[config.mk]
export PLATFORM = sky130hd
export DESIGN_NAME = tagv_array
export DESIGN_NICKNAME = d
export VERILOG_FILES = /design/src/common/icache_pkg.sv /design/src/icache/tagv_array.sv
export VERILOG_INCLUDE_DIRS = /design/src /design/src/common
export SDC_FILE = /design/constraint.sdc
export NUM_CORES = 2
export LEC_CHECK = 0
export ABC_CLOCK_PERIOD_IN_PS = 3600
export BUFFER_PORTS_ARGS = -buffer_cell sky130_fd_sc_hd__buf_2
export CAP_MARGIN = 20
export CELL_PAD_IN_SITES_DETAIL_PLACEMENT = 0
export CELL_PAD_IN_SITES_GLOBAL_PLACEMENT = 2
export CORE_MARGIN = 2
export CORE_UTILIZATION = 55
export DETAILED_ROUTE_END_ITERATION = 12
export PLACE_DENSITY = 0.92
export SYNTH_ARGS = -nofsm -noshare
export SYNTH_HDL_FRONTEND = slang
export SYNTH_SLANG_ARGS = --single-unit
export TNS_END_PERCENT = 30
[constraint.sdc]
create_clock -name clk -period 3.6 [get_ports clk]
set_input_delay 0.18 -clock clk [delete_from_list [all_inputs] [get_ports clk]]
set_output_delay 0.18 -clock clk [all_outputs]
set_load 0.01 [all_outputs]
[src/common/icache_settings.svh]
`ifndef ICACHE_SETTINGS_SVH
`define ICACHE_SETTINGS_SVH

// cache geometry
`define ICACHE_INDEX_WIDTH        6
`define ICACHE_WORD_OFFSET_WIDTH  4
`define ICACHE_BYTE_OFFSET_WIDTH  (`ICACHE_WORD_OFFSET_WIDTH + 2)
`define ICACHE_TAG_WIDTH          (32 - `ICACHE_INDEX_WIDTH - `ICACHE_BYTE_OFFSET_WIDTH)
`define ICACHE_SETS               (1 << `ICACHE_INDEX_WIDTH)

// line and fetch packet widths
`define ICACHE_LINE_BITS          512
`define ICACHE_FETCH_BITS         64

// andi r0, r0, 0
`define ICACHE_INST_NOP           32'h0340_0000

`endif
[src/common/icache_pkg.sv]
`default_nettype none

package icache_pkg;

`include "icache_settings.svh"

    // request kind from the fetch unit
    typedef enum logic [1:0] {
        OP_FETCH   = 2'd0,
        OP_IDX_INV = 2'd1, // way picked by addr[0]
        OP_HIT_INV = 2'd2
    } icache_op_e;

    typedef struct packed {
        logic [31:0] addr;
        icache_op_e  op;
        logic        uncached;
    } icache_req_t;

    typedef struct packed {
        logic [`ICACHE_FETCH_BITS-1:0] packet; // two instructions
        logic [31:0]                   pc;
        logic                          exc;    // misaligned fetch
    } icache_rsp_t;

    typedef struct packed {
        logic [31:0] addr;
        logic        uncached; // single 8-byte read, no fill
    } mem_req_t;

    // word 0 sits in the low bits
    typedef logic [(1 << `ICACHE_WORD_OFFSET_WIDTH)-1:0][31:0] line_t;

    typedef logic [`ICACHE_TAG_WIDTH-1:0] tag_t;

    typedef enum logic [2:0] {
        IDLE,
        LOOKUP,
        MISS,
        REFILL,
        CACOP
    } icache_state_e;

endpackage

`default_nettype wire

[src/icache/tagv_array.sv]
`timescale 1ns/1ps
`default_nettype none

`include "icache_settings.svh"

module tagv_array import icache_pkg::*; (
    input  wire                           clk,
    input  wire                           rstn,
    input  wire [`ICACHE_INDEX_WIDTH-1:0] i_rd_index,
    input  wire [`ICACHE_INDEX_WIDTH-1:0] i_wr_index,
    input  wire [1:0]                     i_wr_way,
    input  wire                           i_wr_clear,
    input  tag_t                          i_wr_tag,
    input  tag_t                          i_cmp_tag,
    output logic [1:0]                    o_hit,
    output logic [1:0]                    o_valid
);

    for (genvar w = 0; w < 2; w++) begin : g_way
        tag_t                    tag_mem [`ICACHE_SETS];
        tag_t                    tag_q;
        logic [`ICACHE_SETS-1:0] valid_bits;
        logic                    valid_q;

        // tag storage, synchronous read
        always_ff @(posedge clk) begin
            if (i_wr_way[w] && !i_wr_clear) begin
                tag_mem[i_wr_index] <= i_wr_tag;
            end
            tag_q <= tag_mem[i_rd_index];
        end

        // valid flags live in flops so reset can clear them all at once
        always_ff @(posedge clk) begin
            if (!rstn) begin
                valid_bits <= '0;
                valid_q    <= 1'b0;
            end else begin
                if (i_wr_way[w]) begin
                    valid_bits[i_wr_index] <= !i_wr_clear; // fill sets, cacop clears
                end
                valid_q <= valid_bits[i_rd_index];
            end
        end

        assign o_valid[w] = valid_q;
        assign o_hit[w]   = valid_q && (tag_q == i_cmp_tag);
    end

endmodule

`default_nettype wire

# --- Word-level counts from Yosys, hierarchy flattened ---
# Memory sizes are Yosys's and may differ from the RTL's. A register that Yosys moved wholly into a read port is not among the register bits.
# Cells that the tools add are included.
classes:
  order_cmp: 3
  eq_ne: 2
  muxes: 12
  reduce_logical: 6
op_table:
  columns: ["operator", "count"]
  rows:
  - ["64-bit bitwise mux", 2]
  - ["20-bit equality test", 2]
  - ["6-bit by 7-bit less-than comparator with 1-bit output (second input constant)", 2]
  - ["1-bit binary-select mux with 6-bit select", 2]
  - ["1-bit 2-to-1 mux", 7]
  - ["1-bit demux with 6-bit select", 1]
  - ["6-bit by 1-bit greater-or-equal comparator with 1-bit output (second input constant)", 1]
  - ["1-bit logical AND", 5]
  - ["1-bit zero test", 1]
totals:
  register_bits: 130
  ramBits: 2560
  in_bits: 57
  elab_cells: 29
  memories: 2
memory_table:
  columns: ["name", "depth", "width", "rd", "rd_ports_with_merged_regs", "wr", "line", "source"]
  rows:
  - ["g_way[0].tag_mem", 64, 20, 1, 1, 1, "tagv_array.sv:20", "tag_t tag_mem [`ICACHE_SETS];"]
  - ["g_way[1].tag_mem", 64, 20, 1, 1, 1, "tagv_array.sv:20", null]

# --- Depth between registers and ports, before layout ---
depth:
  depth_word: 5
  mapped_depth: 10

# --- Least setup slack after synthesis ---
# OpenSTA, ideal clock, no wires.
synth_timing:
  kind: "input -> register"
  start: "input port i_wr_index[2]"
  end: "memory g_way[1].tag_mem[38][0] (netlist name) (enable)"
  arrival_ps: 2073
  setup_slack_ps: 1129
  cell_stages: 6
  path_buffers: 2
  cell_sequence: "buf_1 nand2_1 nor2_1 nand2_1 clkbuf_1 nor2_1"
synth_rtl:
  columns: ["element", "line", "source"]
  rows:
  - ["start: declaration", "tagv_array.sv:10", "input wire [`ICACHE_INDEX_WIDTH-1:0] i_wr_index,"]
  - ["end: declaration", "tagv_array.sv:20", null]
# No word-level cell before the write port.

# --- Final worst setup path ---
layout_timing:
  start: "register g_way[1].tag_q[4] (read register of g_way[1].tag_mem)"
  end: "output port o_hit[1]"
layout_between:
  elab_chain_cells: 2
layout_lines:
  columns: ["element", "line", "source"]
  rows:
  - ["start: declaration", "tagv_array.sv:21", "tag_t tag_q;"]
  - ["20-bit equality test", "tagv_array.sv:47", "assign o_hit[w] = valid_q && (tag_q == i_cmp_tag);"]
  - ["1-bit logical AND", "tagv_array.sv:47", null]
  - ["end: declaration", "tagv_array.sv:15", "output logic [1:0] o_hit,"]
# Every way passes these cells.

==> results.json <==
{
  "die-area_um2": 194000,
  "path_cells": "xor2_1, nor4_1, nand3_1, nor4_1, buf_2",
  "fin_tns_setup_ns": 0,
  "cts_hold_buf": 28,
  "cts_buffers": 280,
  "grt_overflow_total": 0,
  "syn_avg_cell_area_um2": 22.0,
  "grt_first_pass_wirelength_um": 398000,
  "fillers": 12000,
  "synth_largest_area_cell": "edfxtp_1",
  "syn_nets": 4823,
  "leakage_uw": 0.0384,
  "synth_compound_area_share_pct": 2.31,
  "crit_path_top_delay_cell": "nor4_1",
  "clock_skew_ns": 0.0591,
  "cts-root-buf": "clkbuf_16",
  "crit_path_end_kind": "primary output",
  "critPathBufInv": 1,
  "hold_viol": 0,
  "multi_input_area_um2": 23700,
  "synth-seq-cells": 2730,
  "ant_nets": 0,
  "postSynthCellCount": 4766,
  "final_cell_mix": "2560 x edfxtp_1, 777 x mux4_2, 329 x buf_4",
  "vias": 53200,
  "place.port_buffers": 60,
  "layout_commonest_cell": "edfxtp_1",
  "hold_path.class": "primary input to register",
  "slowest_delay_ns": 0.58,
  "wl_per_cell_um": 35.6,
  "seq_area_frac_synth_pct": 76.4,
  "io_pins": 61,
  "die_h_um": 441,
  "clock.fmax_mhz": 330,
  "initial_core_util_pct": 55.3,
  "cts_tree": "done",
  "min_period_over_period_pct": 84.1,
  "path_delay_family": "simple AND/OR/NAND/NOR gates",
  "netlist_area_um2": 105000,
  "routabilityCongestion": 0.843,
  "cts.path.max_buffers": 4,
  "final_nets": 5280,
  "wl_um": 282000,
  "dr.first_iter.drc_count": 7639,
  "worstPathArrival_ns": 2.85,
  "synth_fa_ha_area_share_pct": 0,
  "drc": 0,
  "dp_hpwl_um": 156000,
  "areaGrowthSynthToFinish_pct": 14.3,
  "grt_antenna_before_repair": 10,
  "firstDrtPassIters": 7,
  "coreArea_um2": 190000,
  "cp.required_ns": 3.42,
  "fin_crit_ns": 3.03,
  "netlist.area_leader.share_pct": 73.2,
  "tightest_slew_ns": 1.10,
  "htreeDepth": 5,
  "cts-resized-gates": 0,
  "synthArstFlopShare_pct": 0,
  "status": "finished, final reports clean",
  "synthSimpleGateAreaFrac_pct": 2.27,
  "synth-xor-area-share_pct": 0.334,
  "die_x_um": 441,
  "critPathKind": "register to primary output",
  "irDropWorstVdd_mv": 0.689,
  "track_usage_pct": 29.3,
  "drive_above_1_share_pct": 31.8,
  "synth_edf_count": 2560,
  "power.total_uw": 66100,
  "grt_max_degree": 106,
  "cts_sinks": 2730,
  "p_per_area_nw_per_um2": 551,
  "synth_top_family_by_area": "multiplexers",
  "cap_violations": 0,
  "setup_viol": 0,
  "rsz0062_at_grt": "no",
  "synth_cell_types": 48,
  "ys_warn_count": 0,
  "crit_fanout": 1,
  "avgViaCountPerCell": 6.71,
  "ff_latch_area_um2": 80300,
  "slew_headroom_pct": 26.2,
  "grt_pass1_vias": 53200,
  "rows": 160,
  "critPathLaunchType": "register",
  "final_area_um2": 120000,
  "path_common_cell": "nor4_1",
  "placed_area_um2": 111000,
  "clk_latency_ns": 0.93,
  "final-max-slew-violation-count": 0,
  "post_cts_buffers": 0,
  "synthTopCellsByArea": "edfxtp_1 73%, mux4_2 17%, dfxtp_1 3.2%",
  "clk_pin_slew_ns": 0.06,
  "yosys_most_used_dff": "edfxtp_1",
  "muxShareOfSynthArea_pct": 17.4
}
==> sequential cells by signal, indices dropped and copies added, names as in the netlist <==
register,count
g_way.valid_q,2
g_way.tag_q,40
g_way.valid_bits,128
g_way.tag_mem,2560
==> final timing paths <==
path                                             start                                   end  slack [ns]  cells after the start
setup reg to reg    g_way[0].tag_mem[15][10]$_DFFE_PP_            g_way[0].tag_q[10]$_DFF_P_        0.98                      4
hold reg to reg   g_way[1].valid_bits[10]$_SDFFE_PN0P_  g_way[1].valid_bits[10]$_SDFFE_PN0P_        0.50                      2
hold / removal                           i_wr_index[3]  g_way[0].valid_bits[10]$_SDFFE_PN0P_        0.08                      5
setup / recovery             g_way[1].tag_q[4]$_DFF_P_                              o_hit[1]        0.57                      5
==> cells in the mapped netlist, drive strengths merged, types with 39 or more instances <==
master,n
mux4,777
buf,139
a21oi,64
nand2,95
nor2,211
a211oi,44
clkbuf,147
o21ai,39
o211a,39
o21a,78
mux2i,74
dfxtp,170
nor3,52
edfxtp,2560
==> routing by layer <==
layer  up-vias  GRT usage, %  part of all wire (%)  routed length (um)
li1      20900             -                     -                   -
met1     27900          39.6                    35               98000
met2      3732          46.4                    49              137000
met3       693          5.44                    11               30600
met4         4          14.8                   5.8               16400
met5         -             0                0.0096                  27
==> stage by stage <==
stage / setup slack [ns] / std cells / util (%) / hold slack [ns]
after detailed placement: -0.00204 / 7411 / 58.4 / 0.469
after CTS: 0.602 / 7913 / 63.1 / 0.00115
after global placement: -0.291 / 7409 / 58.4 / 0.461
after floorplan: 1.13 / 4766 / - / 0.279
after global routing: 0.542 / 7929 / 63.2 / 0.103
final: 0.573 / 7930 / 63.2 / 0.0811
==> logic make-up after synthesis <==
logic type	after synthesis
compound gates	346
buf+inv	287
simple gates	511
mux	852
flops	2730
xor+xnor	40
==> worst reg2reg max path, delay by kind of cell (launching register included) <==
| family | cells | cell delay (ns) |
|---|---|---|
| multiplexers | 2 | 1.06 |
| AND/OR/NAND/NOR | 2 | 0.99 |
| flip-flops | 1 | 0.40 |
==> power by group <==
part           internal, uW  switching [uW]  total (uW)
Clock                 16000           11600       27700
Sequential            34900             177       35000
Combinational          1350            2080        3430
Total                 52200           13900       66100
==> final cells by class <==
type,instances,area share [%]
flip-flops and latches,2730,66.9
clock inverters,108,0.756
inverters,1,0.00313
repair buffers,461,3.56
well taps,2511,2.62
clock buffers,366,6.40
diodes,4,0.00834
multi-input cells,1749,19.8
Note: power is estimated with default switching activity, not from simulation.
