`src/common/icache_settings.svh`:
```
`ifndef ICACHE_SETTINGS_SVH
`define ICACHE_SETTINGS_SVH

// cache geometry
`define ICACHE_INDEX_WIDTH        6
`define ICACHE_WORD_OFFSET_WIDTH  4
`define ICACHE_BYTE_OFFSET_WIDTH  (`ICACHE_WORD_OFFSET_WIDTH + 2)
`define ICACHE_TAG_WIDTH          (32 - `ICACHE_INDEX_WIDTH - `ICACHE_BYTE_OFFSET_WIDTH)
`define ICACHE_SETS               (1 << `ICACHE_INDEX_WIDTH)

// line and fetch packet widths
`define ICACHE_LINE_BITS          512
`define ICACHE_FETCH_BITS         64

// andi r0, r0, 0
`define ICACHE_INST_NOP           32'h0340_0000

`endif
```
`src/logic/lru_table.sv`:
```
`timescale 1ns/1ps
`default_nettype none

`include "icache_settings.svh"

module lru_table (
    input  wire                           clk,
    input  wire                           rstn,
    input  wire [`ICACHE_INDEX_WIDTH-1:0] i_index,
    input  wire [1:0]                     i_valid,
    input  wire                           i_update,
    input  wire                           i_used_way,
    output logic                          o_victim_way
);

    logic [`ICACHE_SETS-1:0] mru; // most recently used way per set

    always_ff @(posedge clk) begin
        if (!rstn) begin
            mru <= '0;
        end else if (i_update) begin
            mru[i_index] <= i_used_way;
        end
    end

    // free way first, lowest number wins
    always_comb begin
        if (!i_valid[0]) begin
            o_victim_way = 1'b0;
        end else if (!i_valid[1]) begin
            o_victim_way = 1'b1;
        end else begin
            o_victim_way = !mru[i_index];
        end
    end

endmodule

`default_nettype wire

```
`config.mk`:
```
export PLATFORM = sky130hd
export DESIGN_NAME = lru_table
export DESIGN_NICKNAME = d
export VERILOG_FILES = /design/src/logic/lru_table.sv
export VERILOG_INCLUDE_DIRS = /design/src /design/src/common
export SDC_FILE = /design/constraint.sdc
export NUM_CORES = 1
export LEC_CHECK = 0
export BUFFER_PORTS_ARGS = -buffer_cell sky130_fd_sc_hd__buf_4
export CORE_ASPECT_RATIO = 2
export CORE_UTILIZATION = 53
export DETAILED_ROUTE_END_ITERATION = 10
export PLACE_DENSITY = 0.79
export SLEW_MARGIN = 20
export SYNTH_ARGS = -nofsm -noshare
export SYNTH_HDL_FRONTEND = slang
export SYNTH_SLANG_ARGS = --single-unit
```
`constraint.sdc`:
```
create_clock -name clk -period 4.8 [get_ports clk]
set_input_delay 1.2 -clock clk [delete_from_list [all_inputs] [get_ports clk]]
set_output_delay 1.2 -clock clk [all_outputs]
set_load 0.05 [all_outputs]
```
# After elaboration in Yosys (flattened, before gate mapping)
# Cells that the tools add are included.
[op_classes] magnitude_cmp=2 muxes=7 reduce_logical=2
[ops] operator="bitwise mux 64 bit" count=1
[ops] operator="< comparator 6 x 7 -> 1 bit (second input constant)" count=1
[ops] operator="binary-select mux 1 bit (select 6 bit)" count=1
[ops] operator="demux 1 bit (select 6 bit)" count=1
[ops] operator="greater-or-equal comparator 6 x 1 -> 1 bit (second input constant)" count=1
[ops] operator="2-to-1 mux 1 bit" count=4
[ops] operator="logical AND 1 bit" count=1
[ops] operator="logical NOT 1 bit" count=1
[totals] reg_bits=64 input_bits=12 output_inout_bits=1 elab_cells=12

# Longest topological paths before layout
# Gate-level depths: netlist of the first run.
[depth] word_depth=5 mapped_depth=8 depth_no_buf=6

# Worst setup path after synthesis of the first run
# OpenSTA, ideal clock, no wires.
[synth_path] kind="input-to-output" from="input i_index[1]" to="output o_victim_way" arrival_ns=3.104 required_ns=3.600 path_slack_ns=0.496 stages=7 n_path_buf=1 path_cell_list="nor2b_1 -> buf_6 -> a22o_1 -> a21oi_1 -> o22ai_1 -> or4_1 -> o32ai_2"
[synth_between] elab_chain_len=5
[synth_rtl] item="start: declaration" line="lru_table.sv:9" source="input wire [`ICACHE_INDEX_WIDTH-1:0] i_index,"
[synth_rtl] item="binary-select mux 1 bit (select 6 bit)" line="lru_table.sv:33" source="o_victim_way = !mru[i_index];"
[synth_rtl] item="2-to-1 mux 1 bit (implied by the code)" line="lru_table.sv:33"
[synth_rtl] item="logical NOT 1 bit" line="lru_table.sv:33"
[synth_rtl] item="2-to-1 mux 1 bit" line="lru_table.sv:30" source="end else if (!i_valid[1]) begin"
[synth_rtl] item="2-to-1 mux 1 bit" line="lru_table.sv:28" source="if (!i_valid[0]) begin"
[synth_rtl] item="end: declaration" line="lru_table.sv:13" source="output logic o_victim_way"
# No other way between the ends. The select of a mux whose other input is x is not followed.

# Worst setup path after layout of the first run
# Same ends and word-level chain as after synthesis.

==> impl_metrics.ini, run 1 <==
[run_status]
status = complete, no violations

[route]
drt-wirelength-per-cell_um = 20.8
route.met3.wl_um = 677
top_layer_used = met4
ant_nets = 0
wl_met2_um = 5060
postRouteWirelength_um = 10200
vias_per_cell = 6.60
wirelength_met1_um = 3880
drt-initial-drc-count = 478
post-route-drc-count = 0
vias = 3248
dr.pass1.iters = 5

[sta]
setup_slack_ns = 0.248
hold_viol = 0
setup_viol = 0
period_share = 0.948
layout_min_cycle_time_ns = 4.55
relSlewSlack = 0.294
rsz0062_at_grt = no
tns_ns = 0
worst_slew_pin_slew_ns = 1.06
finClkSkew_ns = 0
max_clock_freq_ghz = 0.220
drv_slew = 0
hold-worst-slack_ns = 0.481

[power_and_ir_drop]
seqPwrFrac = 0.439
finalPower_mw = 1.22
internal_power_mw = 0.922
vdd_drop_max_mv = 0.209
p_leak_nw = 1.18
p_switching_mw = 0.297
power.density_nw_per_um2 = 331
p_sw_frac = 0.243
clkPwrFrac = 0.474
pwr-share-comb = 0.087

[cells_and_area]
nets = 417
top_regs = mru: 64 flops
multi_input_area_um2 = 1910
antenna_cells = 0
final_common_cell = nand3_1
drive_gt1_frac = 0.0882
seqCellArea_um2 = 1280
nFillCells = 539
design_area_um2 = 3680
mostFrequentLayoutCells = 72 x nand3_1, 70 x o21ai_0, 64 x dfxtp_1, 51 x a21boi_0, 17 x nand2_1
area_growth_syn_to_layout_pct = 9.85
largest_reg_flops = 64
top_register = mru

[hold_path]
whs_endpoint = mru[24]
min_delay_path_depth = 2
holdCritPathClass = reg2reg
worstHoldStart = mru[24]

[critical_path]
r2r_slack_ns = 4.10
worstPathRequired_ns = 3.60
arrival_ns = 3.35
worstReg2RegEnd = mru[11]
crit_fanout = 24
crit_type = in2out
reg2regPathDepth = 2
start_kind = primary input
rr_startpoint = mru[11]
worstSetupEndpointType = output port

[synthesis]
avgSynthCellArea_um2 = 8.14
yosysWarningCount = 0
synthDistinctLibCells = 42
ys_ff_latch = 64
syn_nets = 424
ys_seq_area_frac = 0.382
syn_inst = 412
netlist_area_um2 = 3350

[global_routing]
grt_util_all_layers = 0.334
grt_overflow_total = 0
grt_max_degree = 65
grt_pass1_vias = 3074
grt_pass1_wl_um = 16300
antenna_found_initial = 0

[floorplanning]
ios = 13
die-area_um2 = 6670
start_util = 0.554
die_w_um = 58.2
coreArea_um2 = 6060
core.rowCount = 40
die_h_um = 114

[clocking]
cts_buffer_depth = 2
cts_sinks = 64
clk_pin_slew_ns = 0.05
cts.repair.resized = 0
cts_tree = yes
root_buffer = clkbuf_16
cts-buffers-inserted = 9
cts_hold_buf = 0
clk_latency_ns = 0.33
htreeDepth = 3
post-cts-setup-buffers = 0

[placement]
placed_cell_area_um2 = 3430
pre_cts_ws_ns = 0.309
hpwl_um = 6550
io_buffer_count = 12
place_congestion = 0.979

[run]
cap_violations = 0
area by class of cell:
type / count / area share
multi-input cells: 312 / 0.520
well taps: 84 / 0.0285
flip-flops and latches: 64 / 0.348
repair buffers: 16 / 0.0326
clock inverters: 1 / 0.00136
inverters: 2 / 0.00204
clock buffers: 13 / 0.0680
power groups by stage:
stage	Clock [mW]	Sequential [mW]	Combinational [mW]
4_1_cts	0.580	0.536	0.103
3_3_place_gp	0	0.546	0.101
6_report	0.577	0.536	0.106
5_1_grt	0.605	0.535	0.112
2_1_floorplan	0	0.546	0.0732
3_5_place_dp	0	0.546	0.102
cells by family after synthesis:
kind of cell	synth area share
DFF	0.382
AOI/OAI and AO/OA	0.308
buffers and inverters	0.0470
and+or+nand+nor	0.202
muxes	0.0612
through the flow:
step	std cells	util
after floorplan	412	-
after global placement	478	0.566
after detailed placement	478	0.566
after CTS	492	0.608
final	492	0.608
after global routing	492	0.608
synthesized netlist by cell type (all sizes together):
master	n	area, µm²
nand4	1	6.26
or4	1	7.51
o32ai	1	16.3
and2b	1	7.51
o22ai	5	31.3
a22oi	3	22.5
a21boi	64	480
nand3b	2	15.0
nor3	4	30.0
nand2b	3	18.8
dfxtp	64	1280
mux2i	16	160
o21ai	70	350
inv	2	7.51
o211ai	1	7.51
a21oi	3	15.0
buf	13	71.3
a22o	2	17.5
o311ai	1	8.76
or2	2	12.5
nand3	72	360
and3	2	12.5
or3	1	6.26
nor2b	4	25.0
or3b	1	8.76
a31oi	3	18.8
clkbuf	21	78.8
mux2	4	45.0
o32a	1	10.0
nor3b	3	22.5
a32oi	1	8.76
and3b	2	17.5
nand2	17	63.8
a221oi	5	43.8
and2	1	6.26
nor2	15	56.3
layer usage:
metal	track usage	vias to the layer above
met1	0.380	1541
met2	0.528	157
met4	0.248	0
met5	0	-
li1	-	1504
met3	0.0814	46
worst max-delay path, cell delays in order:
cell      delay [ns]
buf_4           0.25
nor2b_1         0.53
nand2_1         0.11
o211ai_1        0.12
o22ai_1         0.11
or4_1           0.55
o32ai_2         0.24
buf_4           0.24
worst max-delay path by stage:
stage	startpoint	end	slack, ns	depth (start not counted)
final	i_index[1]	o_victim_way	0.25	8
after global placement	i_index[1]	o_victim_way	0.33	8
after CTS	i_index[1]	o_victim_way	0.30	8
after detailed placement	i_index[1]	o_victim_way	0.31	8
after global routing	i_index[1]	o_victim_way	0.13	8
after floorplan	i_index[1]	o_victim_way	0.50	7
Note: power is estimated with default switching activity, not from simulation.
==> inputs of run 2 (changes only) <==
--- a/config.mk
+++ b/config.mk
@@ -6,11 +6,15 @@
 export SDC_FILE = /design/constraint.sdc
 export NUM_CORES = 1
 export LEC_CHECK = 0
+export ABC_CLOCK_PERIOD_IN_PS = 4800
 export BUFFER_PORTS_ARGS = -buffer_cell sky130_fd_sc_hd__buf_4
+export CELL_PAD_IN_SITES_DETAIL_PLACEMENT = 1
+export CELL_PAD_IN_SITES_GLOBAL_PLACEMENT = 1
 export CORE_ASPECT_RATIO = 2
-export CORE_UTILIZATION = 53
+export CORE_UTILIZATION = 50
 export DETAILED_ROUTE_END_ITERATION = 10
-export PLACE_DENSITY = 0.79
+export PLACE_DENSITY = 0.93
+export REMOVE_ABC_BUFFERS = 1
 export SLEW_MARGIN = 20
 export SYNTH_ARGS = -nofsm -noshare
 export SYNTH_HDL_FRONTEND = slang
==> run 2 against run 1 <==
  * Power up 5.0%
  * Setup slack better by 0.0042 ns
  * Global-route usage up 7.0 points
  * Cell area up 1.1%
  * Routed wire length up 27%
  * Die area up 5.8%
  * Core utilization down 2.7 points
  * Fmax about the same
  * Sequential cell count unchanged
  * Clock skew unchanged
  * Combinational power up 8%
  * Non-clock buffer count up 1
==> impl_metrics.ini, run 2 (synthesized netlist as in run 1, its figures left out) <==
[sta]
hold-worst-slack_ns = 0.487
worst_slew_pin_slew_ns = 1.09
rsz0062_at_grt = no
hold_viol = 0
drv_slew = 0
finClkSkew_ns = 0
layout_min_cycle_time_ns = 4.55
period_share = 0.948
relSlewSlack = 0.273
setup_viol = 0
tns_ns = 0
max_clock_freq_ghz = 0.220

[cells_and_area]
mostFrequentLayoutCells = 72 x nand3_1, 70 x o21ai_0, 64 x dfxtp_1, 51 x a21boi_0
top_register = mru
antenna_cells = 0
nFillCells = 779
nets = 418
largest_reg_flops = 64
drive_gt1_frac = 0.0973
final_common_cell = nand3_1
top_regs = mru: 64 flops
area_growth_syn_to_layout_pct = 11.1

[clocking]
cts_hold_buf = 0
cts_sinks = 64
clk_latency_ns = 0.34
cts-buffers-inserted = 9
clk_pin_slew_ns = 0.05
cts_tree = yes
root_buffer = clkbuf_16
cts.repair.resized = 0
htreeDepth = 3
post-cts-setup-buffers = 0
cts_buffer_depth = 2

[floorplanning]
die_w_um = 59.9
ios = 13
start_util = 0.523
die_h_um = 118
coreArea_um2 = 6410
core.rowCount = 41
die-area_um2 = 7060

[global_routing]
grt_pass1_wl_um = 20400
grt_max_degree = 65
antenna_found_initial = 0
grt_pass1_vias = 3700
grt_util_all_layers = 0.404
grt_overflow_total = 0

[route]
ant_nets = 0
vias = 3522
dr.pass1.iters = 5
postRouteWirelength_um = 13000
drt-initial-drc-count = 318
vias_per_cell = 7.09
post-route-drc-count = 0
drt-wirelength-per-cell_um = 26.1

[placement]
place_congestion = 0.897
io_buffer_count = 12
hpwl_um = 7910

[critical_path]
worstSetupEndpointType = output port
r2r_slack_ns = 3.92
crit_fanout = 24
rr_startpoint = mru[30]
worstReg2RegEnd = mru[30]
reg2regPathDepth = 2
start_kind = primary input
worstPathRequired_ns = 3.60
arrival_ns = 3.35
crit_type = in2out

[hold_path]
whs_endpoint = mru[59]
worstHoldStart = mru[59]
holdCritPathClass = reg2reg
min_delay_path_depth = 2

[power_and_ir_drop]
vdd_drop_max_mv = 0.274
p_leak_nw = 1.20
power.density_nw_per_um2 = 344

[run_status]
status = complete, no violations

[run]
cap_violations = 0
-- run 2: changes by cell type in the layout (fill, tap and decap cells not counted), sizes merged --
cell / previous run / this run
clkbuf: 13 / 14
clkinvlp: 0 / 1
buf: 16 / 17
-- run 2: power by group --
| group | switching [mW] | leakage (nW) | internal [mW] |
|---|---|---|---|
| clock | 0.240 | 0.139 | 0.391 |
| sequential | 0.00149 | 0.516 | 0.534 |
| combinational | 0.0818 | 0.541 | 0.0318 |
-- run 2: area by class of cell --
| type | instances | area (µm²) | area share |
|---|---|---|---|
| Timing Repair Buffer | 17 | 128 | 0.0343 |
| Clock inverter | 2 | 12.5 | 0.00336 |
| Clock buffer | 14 | 274 | 0.0736 |
| Multi-Input combinational cell | 312 | 1910 | 0.514 |
| Inverter | 2 | 7.51 | 0.00202 |
| Tap cell | 86 | 108 | 0.0289 |
| Sequential cell | 64 | 1280 | 0.344 |
-- run 2: worst max path at each step --
stage,start,end
finish,i_index[0],o_victim_way
CTS,i_index[0],o_victim_way
global placement,i_index[0],o_victim_way
detailed placement,i_index[0],o_victim_way
floorplan,i_index[0],o_victim_way
global route,i_index[0],o_victim_way
-- run 2: metal layers --
metal,GRT usage,vias to the layer above,routed length (µm)
met5,0,-,0
met4,0.311,0,979
met3,0.152,84,921
met2,0.628,207,6440
met1,0.418,1718,4630
li1,-,1513,-
-- run 2: worst max-delay path, stage by stage --
cell	delay, ns
buf_4	0.19
nor2b_1	0.59
nand2_1	0.12
o211ai_1	0.13
o22ai_1	0.10
or4_1	0.56
o32ai_2	0.22
buf_4	0.24
-- run 2: through the flow --
| step | area (µm²) | instances | setup WS, ns | utilization | total power [mW] |
|---|---|---|---|---|---|
| 5_1_grt | 3720 | 497 | 0.161 | 0.581 | 1.31 |
| 6_report | 3720 | 497 | 0.252 | 0.581 | 1.28 |
| 3_3_place_gp | 3440 | 481 | 0.462 | 0.536 | 0.649 |
| 3_5_place_dp | 3440 | 481 | 0.269 | 0.536 | 0.653 |
| 4_1_cts | 3720 | 497 | 0.285 | 0.581 | 1.28 |
| 2_1_floorplan | 3200 | 378 | 0.464 | - | 0.592 |
